`config.mk`:
```
export PLATFORM = sky130hd
export DESIGN_NAME = uart_peripheral
export DESIGN_NICKNAME = d
export VERILOG_FILES = /design/src/source/uart_line_pkg.sv /design/src/source/arch_defs_pkg.sv /design/src/source/uart_peripheral.sv /design/src/source/uart_receiver.sv /design/src/source/uart_transmitter.sv
export SDC_FILE = /design/constraint.sdc
export NUM_CORES = 1
export LEC_CHECK = 0
export ABC_AREA = 1
export BUFFER_PORTS_ARGS = -buffer_cell sky130_fd_sc_hd__buf_2
export CAP_MARGIN = 0
export CORE_MARGIN = 5
export CORE_UTILIZATION = 30
export DETAILED_ROUTE_END_ITERATION = 8
export GPL_ROUTABILITY_DRIVEN = 0
export PLACE_DENSITY_LB_ADDON = 0.15
export SYNTH_ARGS = -nofsm -noshare
export SYNTH_HDL_FRONTEND = slang
export SYNTH_SLANG_ARGS = --single-unit
```
`constraint.sdc`:
```
create_clock -name clk -period 1.5 [get_ports clk]
set_input_delay 0.3 -clock clk [delete_from_list [all_inputs] [get_ports clk]]
set_output_delay 0.3 -clock clk [all_outputs]
set_load 0.005 [all_outputs]
```
`src/source/uart_line_pkg.sv`:
```
package uart_line_pkg;

    // ==================================================
    // 8N1 line format
    // ==================================================
    // Start bit, eight data bits and one stop bit
    localparam int FRAME_BITS = 10;

    // ==================================================
    // Serial engine states
    // ==================================================
    typedef enum logic [1:0] {
        TX_IDLE,
        TX_START,
        TX_DATA,
        TX_STOP
    } tx_state_e;

    // Receiver samples each bit at its middle
    typedef enum logic [1:0] {
        RX_IDLE,
        RX_START,
        RX_DATA,
        RX_STOP
    } rx_state_e;

endpackage

```
`src/source/arch_defs_pkg.sv`:
```
package arch_defs_pkg;

    // ==================================================
    // CPU bus and character width
    // ==================================================
    localparam int DATA_WIDTH = 8;

    // ==================================================
    // Register map, word offsets on the CPU port
    // ==================================================
    typedef enum logic [1:0] {
        UART_REG_CONFIG  = 2'd0,
        UART_REG_STATUS  = 2'd1,
        UART_REG_DATA    = 2'd2,
        UART_REG_COMMAND = 2'd3
    } uart_reg_offset_e;

    // Status word bit positions
    localparam int STATUS_TX_BUFFER_EMPTY_BIT = 0;
    localparam int STATUS_RX_DATA_READY_BIT   = 1;
    localparam int STATUS_ERROR_FRAME_BIT     = 2;
    localparam int STATUS_ERROR_OVERSHOOT_BIT = 3;

    // Command word, write 1 to clear the matching sticky flag
    localparam int CMD_CLEAR_FRAME_ERR_BIT     = 0;
    localparam int CMD_CLEAR_OVERSHOOT_ERR_BIT = 1;

    // Config word
    localparam int CONFIG_LOOPBACK_BIT = 0;

endpackage
```
`src/source/uart_peripheral.sv`:
```
`timescale 1ns/1ps

module uart_peripheral
    import arch_defs_pkg::*;
#(
    parameter int CLKS_PER_BIT = 16
) (
    input  logic                  clk,
    input  logic                  reset,

    // CPU register port
    input  uart_reg_offset_e      address_offset_i,
    input  logic                  cmd_enable_i,
    input  logic                  cmd_write_i,
    input  logic                  cmd_read_i,
    input  logic [DATA_WIDTH-1:0] parallel_data_i,
    output logic [DATA_WIDTH-1:0] parallel_data_o,

    // Serial line
    input  logic                  serial_rx_i,
    output logic                  serial_tx_o
);

    // ==================================================
    // Internal signals
    // ==================================================
    logic [DATA_WIDTH-1:0] config_reg;
    logic [DATA_WIDTH-1:0] config_next;
    logic                  loopback_en;

    // One-cycle command strobes from the decoder
    logic                  tx_start;
    logic                  clear_frame_err;
    logic                  clear_overrun_err;

    logic                  tx_busy;
    logic                  tx_serial;
    logic                  rx_line;
    logic                  rx_data_ready;
    logic [DATA_WIDTH-1:0] rx_data;
    logic                  frame_error_pulse;
    logic                  overrun_pulse;

    logic                  frame_error_flag;
    logic                  overrun_error_flag;
    logic [3:0]            status_word;

    logic                  data_read;
    logic                  data_read_d;
    logic                  read_ack;

    assign loopback_en = config_reg[CONFIG_LOOPBACK_BIT];

    assign status_word[STATUS_TX_BUFFER_EMPTY_BIT] = !tx_busy;
    assign status_word[STATUS_RX_DATA_READY_BIT]   = rx_data_ready;
    assign status_word[STATUS_ERROR_FRAME_BIT]     = frame_error_flag;
    assign status_word[STATUS_ERROR_OVERSHOOT_BIT] = overrun_error_flag;

    // ==================================================
    // Register decode
    // ==================================================
    always_comb begin
        config_next       = config_reg;
        parallel_data_o   = '0;
        tx_start          = 1'b0;
        clear_frame_err   = 1'b0;
        clear_overrun_err = 1'b0;

        if (cmd_enable_i) begin
            case (address_offset_i)
                UART_REG_CONFIG: begin
                    if (cmd_write_i) begin
                        config_next = parallel_data_i;
                    end else if (cmd_read_i) begin
                        parallel_data_o = config_reg;
                    end
                end
                UART_REG_STATUS: begin
                    if (cmd_read_i) begin
                        parallel_data_o = DATA_WIDTH'(status_word);
                    end
                end
                UART_REG_DATA: begin
                    // Dropped by the transmitter when it is busy
                    if (cmd_write_i) begin
                        tx_start = 1'b1;
                    end else if (cmd_read_i) begin
                        parallel_data_o = rx_data;
                    end
                end
                UART_REG_COMMAND: begin
                    if (cmd_write_i) begin
                        clear_frame_err   = parallel_data_i[CMD_CLEAR_FRAME_ERR_BIT];
                        clear_overrun_err = parallel_data_i[CMD_CLEAR_OVERSHOOT_ERR_BIT];
                    end
                end
            endcase
        end
    end

    always_ff @(posedge clk) begin
        if (reset) begin
            config_reg <= '0;
        end else begin
            config_reg <= config_next;
        end
    end

    // Sticky error flags, a clear beats a set in the same cycle
    always_ff @(posedge clk) begin
        if (reset) begin
            frame_error_flag   <= 1'b0;
            overrun_error_flag <= 1'b0;
        end else begin
            if (clear_frame_err) begin
                frame_error_flag <= 1'b0;
            end else if (frame_error_pulse) begin
                frame_error_flag <= 1'b1;
            end

            if (clear_overrun_err) begin
                overrun_error_flag <= 1'b0;
            end else if (overrun_pulse) begin
                overrun_error_flag <= 1'b1;
            end
        end
    end

    // ==================================================
    // Read acknowledge, once per data read burst
    // ==================================================
    assign data_read = cmd_enable_i && cmd_read_i && !cmd_write_i
                       && (address_offset_i == UART_REG_DATA);

    always_ff @(posedge clk) begin
        if (reset) begin
            data_read_d <= 1'b0;
        end else begin
            data_read_d <= data_read;
        end
    end

    assign read_ack = data_read && !data_read_d;

    // Loopback feeds the transmitter into the receiver and parks the pin
    assign rx_line     = loopback_en ? tx_serial : serial_rx_i;
    assign serial_tx_o = loopback_en ? 1'b1 : tx_serial;

    // ==================================================
    // Serial engines
    // ==================================================
    uart_receiver #(
        .CLKS_PER_BIT(CLKS_PER_BIT)
    ) u_receiver (
        .clk            (clk),
        .reset          (reset),
        .serial_rx_i    (rx_line),
        .read_ack_i     (read_ack),
        .rx_data_o      (rx_data),
        .rx_data_ready_o(rx_data_ready),
        .frame_error_o  (frame_error_pulse),
        .overrun_o      (overrun_pulse)
    );

    uart_transmitter #(
        .CLKS_PER_BIT(CLKS_PER_BIT)
    ) u_transmitter (
        .clk        (clk),
        .reset      (reset),
        .tx_data_i  (parallel_data_i),
        .tx_start_i (tx_start),
        .tx_busy_o  (tx_busy),
        .serial_tx_o(tx_serial)
    );

endmodule

```
`src/source/uart_receiver.sv`:
```
`timescale 1ns/1ps

module uart_receiver
    import arch_defs_pkg::*;
    import uart_line_pkg::*;
#(
    parameter int CLKS_PER_BIT = 16
) (
    input  logic                  clk,
    input  logic                  reset,
    input  logic                  serial_rx_i,
    input  logic                  read_ack_i,
    output logic [DATA_WIDTH-1:0] rx_data_o,
    output logic                  rx_data_ready_o,
    output logic                  frame_error_o,
    output logic                  overrun_o
);

    localparam int CNT_W    = $clog2(CLKS_PER_BIT);
    localparam int IDX_W    = $clog2(DATA_WIDTH);
    localparam int HALF_BIT = CLKS_PER_BIT / 2;

    // ==================================================
    // Line synchronizer and start edge
    // ==================================================
    logic rx_meta;
    logic rx_sync;
    logic rx_sync_d;
    logic start_edge;

    // Idle line is high, so the flops come out of reset high
    always_ff @(posedge clk) begin
        if (reset) begin
            rx_meta   <= 1'b1;
            rx_sync   <= 1'b1;
            rx_sync_d <= 1'b1;
        end else begin
            rx_meta   <= serial_rx_i;
            rx_sync   <= rx_meta;
            rx_sync_d <= rx_sync;
        end
    end

    assign start_edge = rx_sync_d && !rx_sync;

    // ==================================================
    // Bit sampling FSM
    // ==================================================
    rx_state_e             state;
    logic [CNT_W-1:0]      clk_cnt;
    logic [IDX_W-1:0]      bit_idx;
    logic                  half_done;
    logic                  bit_done;
    logic                  stop_done;
    logic                  ready_held;
    logic                  store_byte;
    logic [DATA_WIDTH-1:0] rx_shift;

    assign half_done  = (clk_cnt == CNT_W'(HALF_BIT - 1));
    assign bit_done   = (clk_cnt == CNT_W'(CLKS_PER_BIT - 1));
    assign stop_done  = (state == RX_STOP) && bit_done;
    // Old byte still unread unless the CPU acknowledges it this cycle
    assign ready_held = rx_data_ready_o && !read_ack_i;
    assign store_byte = stop_done && !ready_held;

    always_ff @(posedge clk) begin
        if (reset) begin
            state           <= RX_IDLE;
            clk_cnt         <= '0;
            bit_idx         <= '0;
            rx_data_ready_o <= 1'b0;
            frame_error_o   <= 1'b0;
            overrun_o       <= 1'b0;
        end else begin
            frame_error_o <= 1'b0;
            overrun_o     <= 1'b0;

            if (store_byte) begin
                rx_data_ready_o <= 1'b1;
            end else if (read_ack_i) begin
                rx_data_ready_o <= 1'b0;
            end

            case (state)
                RX_IDLE: begin
                    clk_cnt <= '0;
                    if (start_edge) begin
                        state <= RX_START;
                    end
                end
                RX_START: begin
                    if (half_done) begin
                        clk_cnt <= '0;
                        bit_idx <= '0;
                        // Line back high by mid-bit means a glitch
                        state   <= rx_sync ? RX_IDLE : RX_DATA;
                    end else begin
                        clk_cnt <= clk_cnt + 1'b1;
                    end
                end
                RX_DATA: begin
                    if (bit_done) begin
                        clk_cnt <= '0;
                        bit_idx <= bit_idx + 1'b1;
                        if (bit_idx == IDX_W'(DATA_WIDTH - 1)) begin
                            state <= RX_STOP;
                        end
                    end else begin
                        clk_cnt <= clk_cnt + 1'b1;
                    end
                end
                RX_STOP: begin
                    if (bit_done) begin
                        clk_cnt       <= '0;
                        state         <= RX_IDLE;
                        frame_error_o <= !rx_sync;
                        overrun_o     <= ready_held;
                    end else begin
                        clk_cnt <= clk_cnt + 1'b1;
                    end
                end
            endcase
        end
    end

    // LSB arrives first, so shift in from the top
    always_ff @(posedge clk) begin
        if (state == RX_DATA && bit_done) begin
            rx_shift <= {rx_sync, rx_shift[DATA_WIDTH-1:1]};
        end
        if (store_byte) begin
            rx_data_o <= rx_shift;
        end
    end

endmodule

```
`src/source/uart_transmitter.sv`:
```
`timescale 1ns/1ps

module uart_transmitter
    import arch_defs_pkg::*;
    import uart_line_pkg::*;
#(
    parameter int CLKS_PER_BIT = 16
) (
    input  logic                  clk,
    input  logic                  reset,
    input  logic [DATA_WIDTH-1:0] tx_data_i,
    input  logic                  tx_start_i,
    output logic                  tx_busy_o,
    output logic                  serial_tx_o
);

    localparam int CNT_W = $clog2(CLKS_PER_BIT);
    localparam int IDX_W = $clog2(DATA_WIDTH);

    tx_state_e        state;
    logic [CNT_W-1:0] clk_cnt;
    logic [IDX_W-1:0] bit_idx;
    logic             bit_done;

    // Whole frame, start bit in position 0 and stop bit on top
    logic [FRAME_BITS-1:0] tx_shift;

    assign bit_done = (clk_cnt == CNT_W'(CLKS_PER_BIT - 1));

    // ==================================================
    // Frame sequencing
    // ==================================================
    always_ff @(posedge clk) begin
        if (reset) begin
            state   <= TX_IDLE;
            clk_cnt <= '0;
            bit_idx <= '0;
        end else begin
            // Bit timer runs only inside a frame
            if (state == TX_IDLE || bit_done) begin
                clk_cnt <= '0;
            end else begin
                clk_cnt <= clk_cnt + 1'b1;
            end

            case (state)
                TX_IDLE: begin
                    if (tx_start_i) begin
                        state <= TX_START;
                    end
                end
                TX_START: begin
                    if (bit_done) begin
                        state   <= TX_DATA;
                        bit_idx <= '0;
                    end
                end
                TX_DATA: begin
                    if (bit_done) begin
                        bit_idx <= bit_idx + 1'b1;
                        if (bit_idx == IDX_W'(DATA_WIDTH - 1)) begin
                            state <= TX_STOP;
                        end
                    end
                end
                TX_STOP: begin
                    if (bit_done) begin
                        state <= TX_IDLE;
                    end
                end
            endcase
        end
    end

    // Load on an accepted start, then shift right filling with ones
    always_ff @(posedge clk) begin
        if (state == TX_IDLE && tx_start_i) begin
            tx_shift <= {1'b1, tx_data_i, 1'b0};
        end else if (state != TX_IDLE && bit_done) begin
            tx_shift <= {1'b1, tx_shift[FRAME_BITS-1:1]};
        end
    end

    assign tx_busy_o   = (state != TX_IDLE);
    assign serial_tx_o = (state == TX_IDLE) ? 1'b1 : tx_shift[0];

endmodule

```
==> impl_metrics.yaml <==
sta:
  final_hold_viol_count: 0
  max_freq_ghz: 0.653
  worst_pin_slew_ps: 249
  finalSetupViolations: 1
  setup_ws_ps: -32.2
  slew_headroom: 0.833
  fin_crit_sh: 1.02
  maxSlewViolCount: 0
  min_period_ps: 1530
  rsz0062_at_grt: "yes"
  fin_worst_skew_ps: 6.97
yosys:
  synth.avg_cell_area_um2: 9.05
  ys_warn_count: 0
  synth_edf_count: 24
  synth_nets: 329
  yosys_register_bits: 60
  async_reset_ff_frac: 0
  synth_area_um2: 2710
  ys_seq_area_frac: 0.533
  synth_cell_type_count: 29
  synthCells: 299
  synth_top_flop_cell: "dfxtp_1"
power_and_ir_drop:
  leakagePower_nw: 1.53
  power_frac_seq: 0.425
  power_switching_w: 0.00134
  switching_share: 0.308
  power_frac_clock: 0.335
  p_int_w: 0.00300
  ir_drop_mv: 0.842
  cellPowerDensity_nw_per_um2: 1270
  pwr-share-comb: 0.240
floorplan:
  core_um2: 8760
  dieArea_um2: 11000
  fp.dieW_um: 105
  start_util: 0.309
  boundaryPins: 25
  row_count: 34
  die_y_um: 105
finish:
  final_util: 0.390
  layout_common_cells: "44 x nand2_1, 39 x inv_1, 33 x dfxtp_1"
  multiInputGateArea_um2: 1120
  regMostFlops: "u_transmitter.tx_shift"
  syn2layout_area_growth_pct: 26.2
  instances_no_fill: 470
  layout_commonest_cell: "nand2_1"
  seqCellArea_um2: 1450
  antenna_cells: 0
  largest_register_ffs: 9
  n_fill_cell: 899
  nets: 387
  drive_gt1_frac: 0.301
global_route:
  grt_max_degree: 19
  grt_pass1_vias: 2104
  grt_overflow: 0
  grt_first_pass_wirelength_mm: 9.70
  grt_use_total: 0.109
  antenna_found_initial: 0
place:
  dpl.hpwl_mm: 4.20
  portBuffers: 24
  dp_cells: 448
  preCtsSetupSlack_ps: -50.7
hold_path:
  hold_depth: 2
  min_from: "parallel_data_i[1]"
  hold_path_class: "input pin to register"
worst_setup_path:
  setup.worst_path.start: "u_transmitter.state[1]$_SDFFE_PP0P_"
  start_kind: "register"
  crit_arrival_ps: 1230
  crit_path_max_fanout: 4
  reg2reg_from: "u_transmitter.state[0]$_SDFFE_PP0P_"
  required_ps: 1200
  end_kind: "primary output"
  crit_type: "register to primary output"
  reg2reg_depth: 9
detailed_routing:
  wl_per_cell_um: 12.1
  wirelength_mm: 5.68
  drcViolationCount: 0
  vias_per_cell: 4.43
  vias: 2083
  first_pass_iters: 4
  first_iter_violations: 68
  drtAntennaViolNets: 0
clocking:
  cts.sinks: 60
  cts.clk_slew.worst_paths_ps: 70
  ctsHoldBuffers: 0
  root_buffer: "clkbuf_8"
  numCtsBuffers: 9
  clock_latency_ps: 340
  tritoncts: "done"
  h-tree-depth: 3
  cts_max_path_buffers: 2
run:
  drv_cap: 0
outcome:
  violations: "negative setup slack"
  status: "complete, but fails checks"
==> critical path, cell delays in order, from the launching register on <==
cell     delay, ps
dfxtp_2        340
inv_2           50
ha_4           170
nand3_2         70
nand3_2         60
nand2_2         70
inv_2           30
buf_6          100
==> area by class of cell <==
type	count	area share
repair buffers	52	0.0993
multi-input cells	188	0.328
clock buffers	9	0.0363
well taps	108	0.0396
inverters	46	0.0516
clock inverters	7	0.0223
flip-flops and latches	60	0.423
==> what timing repair did <==
action,in CTS,in global routing
endpoints found under the setup margin,5,24
setup buffers,3,3
resized for setup,11,17
pin swaps,4,6
==> metrics by stage <==
step	hold slack, ps	TNS (ps)	cell area [um2]	power, W
global placement	405	-148	3080	0.00278
detailed placement	403	-157	3080	0.00280
CTS	156	-76.9	3330	0.00435
floorplan	389	0	2710	0.00251
finish	176	-32.2	3420	0.00434
global route	166	-182	3420	0.00463
==> cell usage after synthesis (2+ instances only) <==
master / n / share of area
o22ai_1: 7 / 0.016
edfxtp_1: 24 / 0.27
nor2_4: 3 / 0.012
inv_1: 43 / 0.060
nor3_1: 3 / 0.0055
nand3_1: 31 / 0.057
or2_2: 2 / 0.0046
o21ai_2: 5 / 0.016
xor2_1: 2 / 0.0065
o21ai_0: 13 / 0.024
nand2_4: 2 / 0.0083
nand2_2: 2 / 0.0046
nor2_1: 31 / 0.043
inv_2: 2 / 0.0028
dfxtp_1: 36 / 0.27
nand2_1: 46 / 0.064
ha_1: 14 / 0.065
a21oi_1: 21 / 0.039
buf_6: 2 / 0.0083
==> cells by family (layout without fill, tap and decap cells) <==
kind of cell | after synthesis | count (layout) | share of synthesized area
AOI/OAI and AO/OA | 47 | 47 | 0.0971
buffers and inverters | 51 | 114 | 0.0832
DFF | 60 | 60 | 0.533
and+or+nand+nor | 124 | 124 | 0.213
xor gates and xnor gates | 3 | 3 | 0.00971
adders and majority gates | 14 | 14 | 0.0647
==> power by group through the flow <==
stage	clock (W)	combinational [W]	sequential, W
after floorplan	0	0.000640	0.00187
after global placement	0	0.000910	0.00187
after detailed placement	0	0.000920	0.00188
after CTS	0.00151	0.000993	0.00184
after global routing	0.00157	0.00120	0.00186
final	0.00145	0.00104	0.00185
==> routing by layer <==
| layer | routed length, um | track usage | vias to the layer above |
|---|---|---|---|
| li1 | - | - | 1102 |
| met1 | 2660 | 0.134 | 947 |
| met2 | 2730 | 0.181 | 25 |
| met3 | 212 | 0.0358 | 9 |
| met4 | 82 | 0.0384 | 0 |
| met5 | 0 | 0 | - |
==> path summary, 6_finish.rpt <==
path / to / slack [ps]
worst max-delay path: parallel_data_o[0] / -30
worst min-delay path: overrun_error_flag$_SDFFE_PP0P_ / 180
worst max register to register: u_transmitter.state[0]$_SDFFE_PP0P_ / 90
worst min register to register: u_receiver.clk_cnt[0]$_SDFF_PP0_ / 420
No activity file was read; power rests on OpenSTA's default activity.
